File: config.mk
export PLATFORM = sky130hd
export DESIGN_NAME = lsu_top
export DESIGN_NICKNAME = d
export VERILOG_FILES = /design/src/source/lsu_pkg.sv /design/src/source/lsu_ctrl_if.sv /design/src/source/lsu_agu.sv /design/src/source/lsu_req_buffer.sv /design/src/source/lsu_addr_check.sv /design/src/source/lsu_dispatch.sv /design/src/source/lsu_top.sv
export VERILOG_INCLUDE_DIRS = /design/src /design/src/include
export SDC_FILE = /design/constraint.sdc
export NUM_CORES = 1
export LEC_CHECK = 0
export BUFFER_PORTS_ARGS = -buffer_cell sky130_fd_sc_hd__buf_4
export CAP_MARGIN = 10
export CORE_ASPECT_RATIO = 0.5
export CORE_MARGIN = 4
export CORE_UTILIZATION = 50
export DETAILED_ROUTE_END_ITERATION = 8
export PLACE_DENSITY = 0.72
export SLEW_MARGIN = 20
export SYNTH_ARGS = -nofsm -noshare
export SYNTH_HDL_FRONTEND = slang
export SYNTH_SLANG_ARGS = --single-unit
File: constraint.sdc
create_clock -name clk_i -period 18.95 [get_ports clk_i]
set_input_delay 2.8425 -clock clk_i [delete_from_list [all_inputs] [get_ports clk_i]]
set_output_delay 2.8425 -clock clk_i [all_outputs]
set_load 0.05 [all_outputs]
File: src/include/lsu_defines.svh
// --------------------------------------------------
// widths and limits of the load/store issue front end
// data path, byte enable, scoreboard id, cause code
// and the Sv39 canonical boundary
// --------------------------------------------------

`ifndef LSU_DEFINES_SVH
`define LSU_DEFINES_SVH

// data and address width
`define LSU_XLEN 64

// one enable bit per byte of a double word
`define LSU_BE_W 8

// address bits that select a byte within a double word
`define LSU_OFFSET_W 3

// scoreboard transaction id
`define LSU_TRANS_ID_W 3

// operator encoding width
`define LSU_OP_W 4

// exception cause code width
`define LSU_CAUSE_W 6

// Sv39: bits from here up to the msb must all match
`define LSU_SV39_MSB 38

`endif

File: src/source/lsu_pkg.sv
// --------------------------------------------------
// load/store front end types
// operator, unit class and cause enums
// request word carried from agu to issue ports
// size and byte-enable helpers
// --------------------------------------------------

`include "lsu_defines.svh"

package lsu_pkg;

    // load and store operators
    typedef enum logic [`LSU_OP_W-1:0] {
        LB  = 4'd0,
        LBU = 4'd1,
        LH  = 4'd2,
        LHU = 4'd3,
        LW  = 4'd4,
        LWU = 4'd5,
        LD  = 4'd6,
        SB  = 4'd8,
        SH  = 4'd9,
        SW  = 4'd10,
        SD  = 4'd11
    } lsu_op_e;

    // which issue port takes the request
    typedef enum logic {
        LOAD  = 1'b0,
        STORE = 1'b1
    } lsu_fu_e;

    // privileged spec cause codes
    typedef enum logic [`LSU_CAUSE_W-1:0] {
        LD_ADDR_MISALIGNED = 6'd4,
        LD_ACCESS_FAULT    = 6'd5,
        ST_ADDR_MISALIGNED = 6'd6,
        ST_ACCESS_FAULT    = 6'd7
    } lsu_cause_e;

    // one issued request, valid bit first
    typedef struct packed {
        logic                       valid;
        logic [`LSU_XLEN-1:0]       vaddr;
        logic [`LSU_XLEN-1:0]       wdata;
        logic [`LSU_BE_W-1:0]       be;
        lsu_op_e                    op;
        logic [`LSU_TRANS_ID_W-1:0] trans_id;
        logic                       approx;
    } lsu_req_t;

    // class of an operator, store opcodes have bit 3 set
    function automatic lsu_fu_e op_fu(lsu_op_e op);
        case (op)
            SB, SH, SW, SD: return STORE;
            default:        return LOAD;
        endcase
    endfunction

    // log2 of the byte count
    function automatic logic [1:0] op_size(lsu_op_e op);
        case (op)
            LH, LHU, SH:  return 2'd1;
            LW, LWU, SW:  return 2'd2;
            LD, SD:       return 2'd3;
            default:      return 2'd0;
        endcase
    endfunction

    // 2^size ones moved up to the byte offset, spill past byte 7 dropped
    function automatic logic [`LSU_BE_W-1:0] be_gen(logic [`LSU_OFFSET_W-1:0] offset,
                                                    logic [1:0]               size);
        logic [2*`LSU_BE_W-1:0] ones;
        logic [2*`LSU_BE_W-1:0] mask;
        ones = (16'h1 << (4'd1 << size)) - 16'h1;
        mask = ones << offset;
        return mask[`LSU_BE_W-1:0];
    endfunction

endpackage

File: src/source/lsu_ctrl_if.sv
// --------------------------------------------------
// head request and pop pulses between the request
// buffer and its consumers
// --------------------------------------------------

`timescale 1ns/10ps

interface lsu_ctrl_if;

    // oldest request, or the incoming one while empty
    lsu_pkg::lsu_req_t head;
    // retire the head at the next edge
    logic              pop_ld;
    logic              pop_st;
    // no stored entry
    logic              empty;

    // buffer side
    modport buffer (
        output head,
        output empty,
        input  pop_ld,
        input  pop_st
    );

    // dispatch and address check side
    modport disp (
        input  head,
        input  empty,
        output pop_ld,
        output pop_st
    );

endinterface

File: src/source/lsu_agu.sv
// --------------------------------------------------
// address generation
// base plus signed immediate, byte enables,
// approximate window flag, request packing
// --------------------------------------------------

`timescale 1ns/10ps

`include "lsu_defines.svh"

module lsu_agu (
    input  logic                       lsu_valid_i,
    input  lsu_pkg::lsu_op_e           operator_i,
    input  logic [`LSU_XLEN-1:0]       operand_a_i,
    input  logic [`LSU_XLEN-1:0]       imm_i,
    input  logic [`LSU_XLEN-1:0]       operand_b_i,
    input  logic [`LSU_XLEN-1:0]       approx_lo_i,
    input  logic [`LSU_XLEN-1:0]       approx_hi_i,
    input  logic [`LSU_TRANS_ID_W-1:0] trans_id_i,
    output lsu_pkg::lsu_req_t          req_o
);

    logic [`LSU_XLEN-1:0] vaddr;
    logic [`LSU_BE_W-1:0] be;
    logic                 approx;

    // --------------------------------------------------
    // address
    // --------------------------------------------------
    // immediate is sign extended upstream, carry out dropped
    assign vaddr = $unsigned($signed(operand_a_i) + $signed(imm_i));

    // byte lanes from the virtual offset, same as physical
    assign be = lsu_pkg::be_gen(vaddr[`LSU_OFFSET_W-1:0], lsu_pkg::op_size(operator_i));

    // inclusive window, address zero never counts
    assign approx = (vaddr != '0) && (vaddr >= approx_lo_i) && (vaddr <= approx_hi_i);

    // --------------------------------------------------
    // request word
    // --------------------------------------------------
    always_comb begin
        req_o.valid    = lsu_valid_i;
        req_o.vaddr    = vaddr;
        // store data rides along for loads too
        req_o.wdata    = operand_b_i;
        req_o.be       = be;
        req_o.op       = operator_i;
        req_o.trans_id = trans_id_i;
        req_o.approx   = approx;
    end

endmodule

File: src/source/lsu_req_buffer.sv
// --------------------------------------------------
// two-entry request bypass FIFO
// holds requests while the issue ports stall,
// passes the incoming request through when empty
// --------------------------------------------------

`timescale 1ns/10ps

module lsu_req_buffer (
    input  logic              clk_i,
    input  logic              rst_ni,
    input  logic              flush_i,
    input  logic              valid_i,
    input  lsu_pkg::lsu_req_t req_i,
    lsu_ctrl_if.buffer        ctrl,
    output logic              ready_o
);

    // storage and pointers
    lsu_pkg::lsu_req_t [1:0] mem_d;
    lsu_pkg::lsu_req_t [1:0] mem_q;
    logic                    rd_ptr_d;
    logic                    rd_ptr_q;
    logic                    wr_ptr_d;
    logic                    wr_ptr_q;
    logic [1:0]              cnt_d;
    logic [1:0]              cnt_q;
    logic                    empty;

    assign empty      = (cnt_q == 2'd0);
    assign ctrl.empty = empty;
    // upstream may still send one more in the cycle ready drops
    assign ready_o    = empty;

    // --------------------------------------------------
    // next state
    // --------------------------------------------------
    always_comb begin
        mem_d    = mem_q;
        rd_ptr_d = rd_ptr_q;
        wr_ptr_d = wr_ptr_q;
        cnt_d    = cnt_q;

        // every valid request is stored, even one that bypasses
        if (valid_i) begin
            mem_d[wr_ptr_q] = req_i;
            wr_ptr_d        = ~wr_ptr_q;
            cnt_d           = cnt_d + 2'd1;
        end

        // retire head
        if (ctrl.pop_ld) begin
            mem_d[rd_ptr_q].valid = 1'b0;
            rd_ptr_d              = rd_ptr_d + 1'b1;
            cnt_d                 = cnt_d - 2'd1;
        end

        if (ctrl.pop_st) begin
            mem_d[rd_ptr_q].valid = 1'b0;
            rd_ptr_d              = rd_ptr_d + 1'b1;
            cnt_d                 = cnt_d - 2'd1;
        end

        // both ports retired, nothing left
        if (ctrl.pop_ld && ctrl.pop_st) begin
            mem_d = '0;
        end

        if (flush_i) begin
            mem_d    = '0;
            rd_ptr_d = 1'b0;
            wr_ptr_d = 1'b0;
            cnt_d    = 2'd0;
        end
    end

    // head select
    // bypass while empty, so an idle pipe issues in the same cycle
    assign ctrl.head = empty ? req_i : mem_q[rd_ptr_q];

    // --------------------------------------------------
    // registers
    // --------------------------------------------------
    always_ff @(posedge clk_i or negedge rst_ni) begin
        if (!rst_ni) begin
            mem_q    <= '0;
            rd_ptr_q <= 1'b0;
            wr_ptr_q <= 1'b0;
            cnt_q    <= 2'd0;
        end else begin
            mem_q    <= mem_d;
            rd_ptr_q <= rd_ptr_d;
            wr_ptr_q <= wr_ptr_d;
            cnt_q    <= cnt_d;
        end
    end

endmodule

File: src/source/lsu_addr_check.sv
// --------------------------------------------------
// address checks on the head request
// misaligned access by transfer size
// Sv39 canonical access fault with translation on
// --------------------------------------------------

`timescale 1ns/10ps

`include "lsu_defines.svh"

module lsu_addr_check (
    input  logic                translation_en_i,
    lsu_ctrl_if.disp            ctrl,
    output logic                ex_valid_o,
    output lsu_pkg::lsu_cause_e ex_cause_o
);

    lsu_pkg::lsu_fu_e          head_fu;
    logic [1:0]                head_size;
    logic [`LSU_OFFSET_W:0]    size_mask;
    logic                      misaligned;
    logic                      non_canonical;

    assign head_fu   = lsu_pkg::op_fu(ctrl.head.op);
    assign head_size = lsu_pkg::op_size(ctrl.head.op);

    // ones below the size, e.g. 3'b011 for a word
    assign size_mask = (4'd1 << head_size) - 4'd1;

    // byte accesses give an empty mask and never fault
    assign misaligned = |(ctrl.head.vaddr[`LSU_OFFSET_W-1:0] & size_mask[`LSU_OFFSET_W-1:0]);

    // upper field must be all ones or all zeros
    assign non_canonical = !((&ctrl.head.vaddr[`LSU_XLEN-1:`LSU_SV39_MSB]) ||
                             !(|ctrl.head.vaddr[`LSU_XLEN-1:`LSU_SV39_MSB]));

    // --------------------------------------------------
    // cause select
    // --------------------------------------------------
    always_comb begin
        ex_valid_o = 1'b0;
        // don't care while ex_valid_o is low
        ex_cause_o = lsu_pkg::LD_ADDR_MISALIGNED;

        if (ctrl.head.valid) begin
            if (misaligned) begin
                ex_valid_o = 1'b1;
                ex_cause_o = (head_fu == lsu_pkg::STORE) ? lsu_pkg::ST_ADDR_MISALIGNED
                                                         : lsu_pkg::LD_ADDR_MISALIGNED;
            end

            // access fault wins over misaligned
            if (translation_en_i && non_canonical) begin
                ex_valid_o = 1'b1;
                ex_cause_o = (head_fu == lsu_pkg::STORE) ? lsu_pkg::ST_ACCESS_FAULT
                                                         : lsu_pkg::LD_ACCESS_FAULT;
            end
        end
    end

endmodule

File: src/source/lsu_dispatch.sv
// --------------------------------------------------
// issue routing
// head request to the load or store port,
// downstream pops back to the buffer
// --------------------------------------------------

`timescale 1ns/10ps

module lsu_dispatch (
    input  logic     ld_pop_i,
    input  logic     st_pop_i,
    lsu_ctrl_if.disp ctrl,
    output logic     ld_valid_o,
    output logic     st_valid_o
);

    lsu_pkg::lsu_fu_e head_fu;
    logic             head_valid;

    assign head_fu = lsu_pkg::op_fu(ctrl.head.op);

    // stored entries are always valid requests
    // while empty the bypassed request carries its own flag
    assign head_valid = ctrl.head.valid || !ctrl.empty;

    // --------------------------------------------------
    // issue valids
    // --------------------------------------------------
    assign ld_valid_o = head_valid && (head_fu == lsu_pkg::LOAD);
    assign st_valid_o = head_valid && (head_fu == lsu_pkg::STORE);

    // pops only count on the port that is issuing
    // a stray pop would retire the wrong entry
    assign ctrl.pop_ld = ld_pop_i && ld_valid_o;
    assign ctrl.pop_st = st_pop_i && st_valid_o;

endmodule

File: src/source/lsu_top.sv
// --------------------------------------------------
// load/store issue front end, top level
// agu, bypass buffer, address check, dispatch
// --------------------------------------------------

`timescale 1ns/10ps

`include "lsu_defines.svh"

module lsu_top (
    input  logic                       clk_i,
    input  logic                       rst_ni,
    input  logic                       flush_i,
    input  logic                       lsu_valid_i,
    input  logic                       translation_en_i,
    input  lsu_pkg::lsu_op_e           operator_i,
    input  logic [`LSU_XLEN-1:0]       operand_a_i,
    input  logic [`LSU_XLEN-1:0]       imm_i,
    input  logic [`LSU_XLEN-1:0]       operand_b_i,
    input  logic [`LSU_XLEN-1:0]       approx_lo_i,
    input  logic [`LSU_XLEN-1:0]       approx_hi_i,
    input  logic [`LSU_TRANS_ID_W-1:0] trans_id_i,
    input  logic                       ld_pop_i,
    input  logic                       st_pop_i,
    output logic                       lsu_ready_o,
    output logic                       ld_valid_o,
    output logic                       st_valid_o,
    output logic [`LSU_XLEN-1:0]       req_vaddr_o,
    output logic [`LSU_XLEN-1:0]       req_wdata_o,
    output logic [`LSU_BE_W-1:0]       req_be_o,
    output logic [`LSU_TRANS_ID_W-1:0] req_trans_id_o,
    output logic                       req_approx_o,
    output logic                       req_ex_valid_o,
    output lsu_pkg::lsu_cause_e        req_ex_cause_o
);

    // request from the agu
    lsu_pkg::lsu_req_t agu_req;

    lsu_ctrl_if ctrl ();

    lsu_agu i_agu (
        .lsu_valid_i ( lsu_valid_i ),
        .operator_i  ( operator_i  ),
        .operand_a_i ( operand_a_i ),
        .imm_i       ( imm_i       ),
        .operand_b_i ( operand_b_i ),
        .approx_lo_i ( approx_lo_i ),
        .approx_hi_i ( approx_hi_i ),
        .trans_id_i  ( trans_id_i  ),
        .req_o       ( agu_req     )
    );

    lsu_req_buffer i_req_buffer (
        .clk_i   ( clk_i       ),
        .rst_ni  ( rst_ni      ),
        .flush_i ( flush_i     ),
        .valid_i ( lsu_valid_i ),
        .req_i   ( agu_req     ),
        .ctrl    ( ctrl        ),
        .ready_o ( lsu_ready_o )
    );

    lsu_addr_check i_addr_check (
        .translation_en_i ( translation_en_i ),
        .ctrl             ( ctrl             ),
        .ex_valid_o       ( req_ex_valid_o   ),
        .ex_cause_o       ( req_ex_cause_o   )
    );

    lsu_dispatch i_dispatch (
        .ld_pop_i   ( ld_pop_i   ),
        .st_pop_i   ( st_pop_i   ),
        .ctrl       ( ctrl       ),
        .ld_valid_o ( ld_valid_o ),
        .st_valid_o ( st_valid_o )
    );

    // head fields, vaddr doubles as the faulting address
    assign req_vaddr_o    = ctrl.head.vaddr;
    assign req_wdata_o    = ctrl.head.wdata;
    assign req_be_o       = ctrl.head.be;
    assign req_trans_id_o = ctrl.head.trans_id;
    assign req_approx_o   = ctrl.head.approx;

endmodule

After elaboration in Yosys (flattened, before gate mapping) --
Memory sizes are Yosys's and may differ from the RTL's. Index checks and enable logic that the tools add are counted.
Storage, ports and cells: memories 2, memory bits (read-only) 64, output and inout bits 150, latch bits 0, memory bits (writable) 0, input bits 334, bits in registers 294, logic and storage cells 99
Memory list:
- (no name shown) | depth 16, width 2, read ports 1, clocked after Yosys merged registers in 0, wr ports 0, RTL line lsu_pkg.sv:62 | case (op)
- (no name shown) | depth 16, width 2, read ports 1, clocked after Yosys merged registers in 0, wr ports 0, RTL line lsu_pkg.sv:62
Operators by class: shift-type cells 4, multiply operators 0, mux-type cells 33, reductions and logical operators 22, bitwise gates (word level) 3, $lt $le $gt $ge 6, $add $sub $neg 8, div/mod/pow operators 0, eq/ne operators 4
Operators with widths (number):
- 2-to-1 mux 290 bit | 5
- bitwise mux 290 bit | 3
- 2-to-1 mux 145 bit | 5
- demux 145 bit (select 1 bit) | 2
- adder 64 bit | 1
- greater-or-equal comparator 64 bit | 1
- less-or-equal comparator 64 bit | 1
- nonzero test 64 bit | 1
- AND reduction 26 bit | 1
- OR reduction 26 bit | 1
- 2-to-1 mux 6 bit | 3
- == test 4 bit, second input constant | 4
- left shift 1 x 4 -> 16 bit, first input constant | 1
- left shift 16 x 3 -> 8 bit | 1
- subtractor 16 x 1 -> 16 bit, second input constant | 1
- 2-to-1 mux 2 bit | 6
- logical AND 1 bit | 10
- 2-to-1 mux 1 bit | 9
- less-than comparator 1 x 2 -> 1 bit, second input constant | 2
- OR reduction 4 bit | 1
- left shift 1 x 2 -> 4 bit, first input constant | 1
- subtractor 2 x 1 -> 2 bit, second input constant | 2
- AND 3 bit | 1
- logical NOT 1 bit | 3
- 10 further kinds | 14

Depth between registers and ports, before layout --
Gate-level depths: netlist (run 1). An unclocked memory read counts as a cell.
depth in word-level cells 17, depth in mapped cells 22, gate-level depth less buffers 22

Worst setup path before layout (run 1) --
Ideal clock, no wire load.
path type input port to output port, from in operand_a_i[0], to out req_approx_o, path buffers 0, required time 16108 ps, data arrival time 8054 ps, stages on the path 21, setup slack 8053 ps, path through ha_1 > inv_1 > fa_1 > nand2b_1 > a21oi_2 > o21ai_1 > a21oi_2 > nor2_1 > o21ai_0 > xor2_1 > ha_1 > nand4_1 > nor3_1 > nand2_1 > or3_1 > o21a_1 > a21oi_1 > a2111o_1 > a211o_1 > a221oi_1 > o41ai_1
Between the ends: longest elaborated chain between the ends 5, elaborated cells between the ends (all ways) 7, classes of those cells 1 x add/sub; 2 x order compare; 1 x mux; 3 x reduce/logical
Ends and longest elaborated chain:
- from (decl) | RTL line lsu_top.sv:17 | input logic [`LSU_XLEN-1:0] operand_a_i,
- adder 64 bit (*) | RTL line lsu_agu.sv:31 | assign vaddr = $unsigned($signed(operand_a_i) + $signed(imm_i));
- greater-or-equal comparator 64 bit or nonzero test 64 bit (tied branches) | RTL line lsu_agu.sv:37 | assign approx = (vaddr != '0) && (vaddr >= approx_lo_i) && (vaddr <= approx_hi_i);
- logical AND 1 bit | RTL line lsu_agu.sv:37
- logical AND 1 bit (*) | RTL line lsu_agu.sv:37
- 2-to-1 mux 145 bit (*) | RTL line lsu_req_buffer.sv:79 | assign ctrl.head = empty ? req_i : mem_q[rd_ptr_q];
- to (decl) | RTL line lsu_top.sv:32 | output logic req_approx_o,
Every way passes the cells marked *; elsewhere a longest branch is shown, timed or not.

Worst setup path in the final report (run 1) --
from in operand_a_i[40], to out req_approx_o
Same word-level chain as after synthesis.

==> summary.txt, run 1 <==
Placement
  • DP Area: 26400 um^2
  • Placer Congestion: 0.970
  • Post-DP HPWL: 60.2 mm
  • Count of input and output buffers: 479
  • DP Cell Count: 3481

Timing
  • Pins Over Slew Limit: 0
  • Max_slew headroom: 0.119
  • Final period util: 0.631
  • Tmin final: 11.95 ns
  • Final setup TNS: 0 ns
  • Final setup viols: 0
  • Worst-margin pin slew: approximately 1.3 ns
  • Max Clock Freq: 83.7 MHz
  • Skew final: between 0.009 and 0.01 ns
  • Final Hold Violating Endpoints: 0
  • Unrepaired setup endpoints after global routing: no

Pwr
  • Pwr Density: 124 nW/um^2
  • Static leakage: ~0.013 uW
  • VDD IR max: 0.000142 V

Clocking
  • CTS H-tree depth: 1
  • Num CTS Buffers: 29
  • Setup Buffers After CTS: 0
  • Reg clk slew, reported paths: 0.06 ns
  • Clk Latency, worst-skew pair: 0.56 ns
  • Post-CTS Resized: 0
  • Clock Sinks: 294
  • CTS Hold Bufs: 0
  • Root buf cell: clkbuf_16
  • CTS tree: yes
  • Max clock buf depth: 3

GRT
  • Initial antenna violation count: 6
  • Number of global-route vias before repair: 21400
  • Largest net degree at the start of global routing: around 260
  • First-pass GRT wire length: approximately 120 mm
  • Tot GR Track Use: 0.315
  • Grt ovf: 0

Drt
  • TritonRoute pass-1 iters: 6
  • Post-DR wirelength/cell: approximately 23 um
  • Vias post-DR: 22000
  • Iter 0 DRT Violations: approximately 2200
  • ANT nets after route: 0
  • Via density: between 6 and 7
  • Routed WL: 80.1 mm
  • Drt drc: 0

Floorplanning
  • I/O pins: just under 500
  • Core area: 44100 um^2
  • Num rows: 54
  • Die Height: between 150 and 200 um
  • Die width: 308 um
  • Starting Density: 0.512
  • Total die area: 48700 um^2

Finish
  • Share of layout cells above drive strength 1: 0.210
  • Fin cells: 3542
  • Layout area overhead: 21.9%
  • Fin area: 27500 um^2
  • Final core occ: 0.623
  • Nets: 3453

Critical path
  • Worst Path Max Fanout: 12
  • CP startpoint kind: primary input
  • Critical path class: in2out
  • Crit path DAT: 9.11 ns
  • CP required: 16.11 ns
  • Crit. End Element: primary output

Status
  • Status: finished, final reports clean

Synthesis
  • Biggest area consumer among synthesized cells: dfrtp_1
  • Primary FF master, synth: dfrtp_1
  • Post-synthesis simple-gate area fraction: 0.144
  • Post-synth top cells: 294 x dfrtp_1, 271 x nand2_1, 249 x a22o_1
  • Synthesized area: 22500 um^2
  • Number of flops mapped to enable cells by yosys: 0
  • Avg Cell Area, Syn: 8.83 um^2
  • Synth top area share: 0.326
  • Largest family of logic cells by synthesized area: compound AO/OA/AOI/OAI gates
  • Ys Warns: 0
  • Mux cell area share after synthesis: 0.0661
  • Post-Synth XOR/XNOR Area: 0.0251
  • Async SR Flop Fraction: 1.00
  • Largest cells by area after synthesis: dfrtp_1 33%, ha_1 11%, a22o_1 9.7%
  • Post-Synth Adder-Cell Area: 0.108
  • Gate Count Post-Synth: 2553
  • Most frequent cell after synthesis: dfrtp_1
  • Synth Area in Compound Gates: 0.269
  • Yosys reg bits: 294
  • Post-synthesis cell type count: between 90 and 100
  • Post-synthesis sequential area ratio: 0.326

Job
  • Maxcap violations: 0

Worst hold path
  • Hold/Removal Path Class: reg2reg
[cells in the final DEF (no fill, tap or decap), types with 7 or more instances in the layout]
| cell | netlist | routed |
|---|---|---|
| nor2b_1 | 32 | 31 |
| clkbuf_16 | 0 | 29 |
| o31ai_1 | 9 | 9 |
| o21ai_0 | 226 | 226 |
| a21o_1 | 50 | 50 |
| nand4_1 | 67 | 67 |
| o211ai_1 | 13 | 13 |
| dfrtp_1 | 294 | 293 |
| a22o_1 | 249 | 249 |
| nor2_1 | 105 | 103 |
| o21a_1 | 17 | 17 |
| buf_4 | 15 | 502 |
| xnor2_1 | 34 | 33 |
| xor2_1 | 27 | 27 |
| a221oi_1 | 10 | 10 |
| and2_1 | 9 | 9 |
| nand3_1 | 24 | 24 |
| a21oi_1 | 142 | 141 |
| ha_1 | 193 | 192 |
| nor3_1 | 35 | 35 |
| nand2_1 | 271 | 271 |
| nor4_1 | 20 | 20 |
| inv_1 | 159 | 159 |
| nand2b_1 | 26 | 26 |
| clkbuf_8 | 0 | 9 |
| o21ai_1 | 14 | 14 |
| and4_1 | 11 | 11 |
| a31oi_1 | 15 | 15 |
| mux2i_1 | 142 | 142 |
| or3_1 | 7 | 7 |
| a211oi_2 | 8 | 8 |
| a211oi_1 | 19 | 19 |
| and3_1 | 9 | 9 |
| o21bai_1 | 13 | 13 |
[report_power, final]
part	switching (uW)	total [uW]	internal, uW
clock network	252	610	358
logic	1440	2060	621
registers	51.6	726	674
total	1750	3400	1650
[worst max-delay path: stages]
cell and delay, ns:
buf_4 0.11, ha_1 0.63, nand4_1 0.28, nand2b_1 0.25, or3_1 0.41, nor4_1 0.65, a221oi_2 0.22, o21ai_1 0.22
xor2_1 0.74, ha_1 0.24, nand4_1 0.10, or2_2 0.31, inv_1 0.06, nand4_1 0.18, nor4_1 0.52, nand4_1 0.15
o21a_1 0.18, o41ai_1 0.67, buf_4 0.32
[through the flow]
stage,hold WS (ns),setup WS (ns),total power [uW]
global route,0.498,6.74,3550
floorplan,0.438,8.05,2110
global placement,0.456,7.34,2760
finish,0.478,7.00,3400
CTS,0.483,7.23,3390
detailed placement,0.468,7.26,2770
[worst paths after layout]
check	endpoint	depth (start not counted)	slack, ns	start
max in group asynchronous	i_req_buffer.rd_ptr_q	2	15.59	rst_ni
worst min-delay path	i_req_buffer.mem_q[95]	2	0.48	i_req_buffer.mem_q[95]
worst max register to register	i_req_buffer.cnt_q[1]	9	15.32	i_req_buffer.cnt_q[0]
min in group asynchronous	i_req_buffer.mem_q[215]	1	2.17	rst_ni
worst min register to register	i_req_buffer.mem_q[95]	2	0.48	i_req_buffer.mem_q[95]
worst max-delay path	req_approx_o	19	7.00	operand_a_i[40]
[sequential cells by signal (all words and copies together) (netlist names)]
signal	count
i_req_buffer.mem_q	290
i_req_buffer.cnt_q	2
i_req_buffer.rd_ptr_q	1
i_req_buffer.wr_ptr_q	1
[layout make-up]
| type | count | area (um^2) |
|---|---|---|
| fillers | 3889 | 16600 |
| multi-input cells | 1933 | 13900 |
| flip-flops and latches | 294 | 7360 |
| repair buffers | 507 | 3870 |
| clock buffers | 44 | 872 |
| well taps | 588 | 736 |
| inverters | 160 | 601 |
| clock inverters | 10 | 133 |
| diodes | 6 | 15.0 |
[per-layer routing]
layer	routed length (um)	global-route usage	up-vias	part of all wire
met2	37500	0.519	929	0.47
met4	3210	0.117	0	0.040
li1	-	-	10200	-
met3	4940	0.0388	166	0.062
met1	34500	0.430	10700	0.43
met5	0	0	-	0
[kinds of logic (layout without fill, tap and decap cells)]
kind of cell               count (synthesis)  after routing
AOI/OAI and AO/OA                        869            869
and+or+nand+nor                          655            655
buffers and inverters                    328            721
DFF                                      294            294
adders and majority gates                194            194
muxes                                    148            148
xor gates and xnor gates                  63             63
other                                      2             10
Note: power is estimated with default switching activity, not from simulation.
==> run 2, diff against run 1 <==
==> constraint.sdc (replaced) <==
create_clock -name clk_i -period 12.5 [get_ports clk_i]
set_input_delay 1.875 -clock clk_i [delete_from_list [all_inputs] [get_ports clk_i]]
set_output_delay 1.875 -clock clk_i [all_outputs]
set_load 0.05 [all_outputs]
==> run 2 against run 1 <==
Clock skew up 0.016 ns. Global-route usage rose by 0.31 points. Sequential power rose by 50%. First-iteration DRC count grew 6.1%. Cell count shrank 0.11%. Via count down 0.33%. Clock power is 54% higher. Critical path type unchanged. Critical endpoint unchanged. Largest cell class unchanged.
==> summary.txt, run 2 (synthesis gave the netlist of run 1 again) <==
Timing
  • Final Hold Violating Endpoints: 0 (unchanged)
  • Unrepaired setup endpoints after global routing: no (unchanged)
  • Final setup viols: 0 (unchanged)
  • Tmin final: 9.91 ns
  • Pins Over Slew Limit: 0 (unchanged)
  • Final setup TNS: 0 ns (unchanged)
  • Max_slew headroom: 0.220 (was 0.119)
  • Worst-margin pin slew: 1.15 ns (was 1.31 ns)
  • Skew final: 0.0255 ns (was 0.00935 ns)
  • Max Clock Freq: between 100 and 150 MHz
  • Final period util: 0.792

Critical path
  • R2r endpoint: i_req_buffer.cnt_q[1] (unchanged)
  • Crit path DAT: 8.03 ns (was 9.11 ns)
  • Reg2reg setup slack: 8.25 ns (was 15.32 ns)
  • Worst-path cell chain: buf_4 > ha_1 > nand4_1 > nand2b_1 > or3_1 > nor4_1 > a221oi_2 > o21ai_1 > xor2_1 > ha_1 > nand4_1 > or2_2 > inv_1 > nand4_1 > nor4_1 > nand4_1 > o21a_1 > o41ai_1 > buf_4 (unchanged)
  • R2r worst-path depth: 10 (was 9)
  • Crit. End Element: primary output (unchanged)
  • CP required: 10.62 ns (was 16.11 ns)
  • CP dominant cell by count: nand4_1 (unchanged)
  • Critical path class: in2out (unchanged)
  • Setup crit end: req_approx_o (unchanged)
  • Highest-delay cell along the critical path: xor2_1 (unchanged)
  • Worst path max stage delay: 0.76 ns (was 0.74 ns)
  • Crit path launch: operand_a_i[40] (unchanged)
  • RR Startpoint: i_req_buffer.cnt_q[0] (unchanged)
  • CP startpoint kind: primary input (unchanged)
  • Worst Path Max Fanout: 12 (unchanged)

Placement
  • Placer Congestion: 0.979 (was 0.970)
  • Post-DP HPWL: 61.2 mm (was 60.2 mm)
  • Count of input and output buffers: 479 (unchanged)

Drt
  • ANT nets after route: 0 (unchanged)
  • Routed WL: 80.7 mm (was 80.1 mm)
  • Via density: 6.19 (was 6.21)
  • Vias post-DR: 21900 (was 22000)
  • Drt drc: 0 (unchanged)
  • Post-DR wirelength/cell: 22.8 um (was 22.6 um)
  • TritonRoute pass-1 iters: 5 (was 6)
  • Iter 0 DRT Violations: 2285 (was 2153)

Status
  • Status: finished, final reports clean (unchanged)

Finish
  • # fillers: 3911 (was 3889)
  • Sequential Area: 7360 um^2 (unchanged)
  • Nets: 3452 (was 3453)
  • Largest regs: i_req_buffer.mem_q: 290 flops, i_req_buffer.cnt_q: 2 flops (unchanged)
  • Share of layout cells above drive strength 1: 0.209 (was 0.210)
  • Layout area overhead: 21.6% (was 21.9%)
  • Biggest register: i_req_buffer.mem_q (unchanged)
  • Most frequent cells in the layout: 504 x buf_4, 293 x dfrtp_1, 271 x nand2_1 (was 502 x buf_4, 293 x dfrtp_1, 271 x nand2_1)
  • Max FFs per register: 290 (unchanged)
  • Multi-input gate area: 13900 um^2 (unchanged)
  • Most common cell after layout, fill and taps aside: buf_4 (unchanged)

Pwr
  • Pwr Density: 188 nW/um^2 (was 124 nW/um^2)
  • VDD IR max: 0.000173 V (was 0.000142 V)
  • Static leakage: 0.0133 uW (was 0.0134 uW)
  • Total power draw: 5170 uW (was 3400 uW)

Clocking
  • Clk Latency, worst-skew pair: 0.58 ns (was 0.56 ns)
  • Post-CTS Resized: 0 (unchanged)
  • Setup Buffers After CTS: 0 (unchanged)
  • Root buf cell: clkbuf_16 (unchanged)
  • Reg clk slew, reported paths: 0.07 ns (was 0.06 ns)
  • Num CTS Buffers: 29 (unchanged)
  • Max clock buf depth: 3 (unchanged)
  • CTS tree: yes (unchanged)
  • CTS H-tree depth: 1 (unchanged)
  • Clock Sinks: 294 (unchanged)
  • CTS Hold Bufs: 0 (unchanged)

GRT
  • Initial antenna violation count: 6 (unchanged)
  • Largest net degree at the start of global routing: 127 (was 256)
  • Tot GR Track Use: 0.318 (was 0.315)
  • Grt ovf: 0 (unchanged)
  • Number of global-route vias before repair: 21500 (was 21400)
  • First-pass GRT wire length: 123 mm (was 121 mm)

Floorplanning
  • Core area: 44100 um^2 (unchanged)
  • Die width: 308 um (unchanged)
  • I/O pins: 484 (unchanged)
  • Die Height: 158 um (unchanged)
  • Num rows: 54 (unchanged)
  • Starting Density: 0.512 (unchanged)
  • Total die area: 48700 um^2 (unchanged)

Job
  • Maxcap violations: 0 (unchanged)

Worst hold path
  • Hold/Removal Path Class: reg2reg (unchanged)
-- run 2: power breakdown --
part           total [uW]  switching [uW]  leakage [uW]  internal (uW)
sequential           1090            66.2       0.00399           1020
combinational        3140            2200       0.00884            935
clock                 941             386      0.000502            555
total                5170            2660        0.0133           2510
-- run 2: area by class of cell --
class	count	share of cell area
clock buffer	38	0.0292
antenna	6	0.000548
sequential	294	0.268
multi-input combinational	1933	0.506
timing repair buffer	506	0.139
inverter	160	0.0219
clock inverter	13	0.00771
tap	588	0.0268
-- run 2: worst min-delay path by stage --
| stage | endpoint | startpoint | cells past startpoint |
|---|---|---|---|
| 4_1_cts | i_req_buffer.mem_q[145] | i_req_buffer.mem_q[145] | 2 |
| 3_3_place_gp | i_req_buffer.mem_q[12] | i_req_buffer.mem_q[12] | 2 |
| 3_5_place_dp | i_req_buffer.mem_q[145] | i_req_buffer.mem_q[145] | 2 |
| 2_1_floorplan | i_req_buffer.mem_q[145] | i_req_buffer.mem_q[145] | 2 |
| 6_report | i_req_buffer.mem_q[12] | i_req_buffer.mem_q[12] | 2 |
| 5_1_grt | i_req_buffer.mem_q[126] | i_req_buffer.mem_q[126] | 2 |
-- run 2: metrics by stage --
| stage | std cells | hold WS [ns] | worst slack (ns) | util | cell area [um^2] |
|---|---|---|---|---|---|
| finish | 3538 | 0.474 | 2.59 | 0.622 | 27400 |
| global route | 3538 | 0.507 | 2.49 | 0.622 | 27400 |
| CTS | 3532 | 0.475 | 2.83 | 0.622 | 27400 |
| detailed placement | 3481 | 0.461 | 2.87 | 0.599 | 26400 |
| global placement | 3481 | 0.454 | 2.81 | 0.599 | 26400 |
| floorplan | 2555 | 0.438 | 3.54 | - | 22500 |
-- run 2: routing by layer --
layer / vias up / GRT usage / wire length [um]
li1: 10200 / - / -
met5: - / 0 / 0
met2: 889 / 0.526 / 38000
met1: 10700 / 0.432 / 34200
met3: 171 / 0.0333 / 4950
met4: 0 / 0.129 / 3540
-- run 2: worst max-delay path: cells and delay by family --
family	cells	cell delay, ns
buf+inv	3	0.49
simple gates	9	2.75
compound gates	4	1.25
fa+ha+maj	2	0.88
xor+xnor	1	0.76
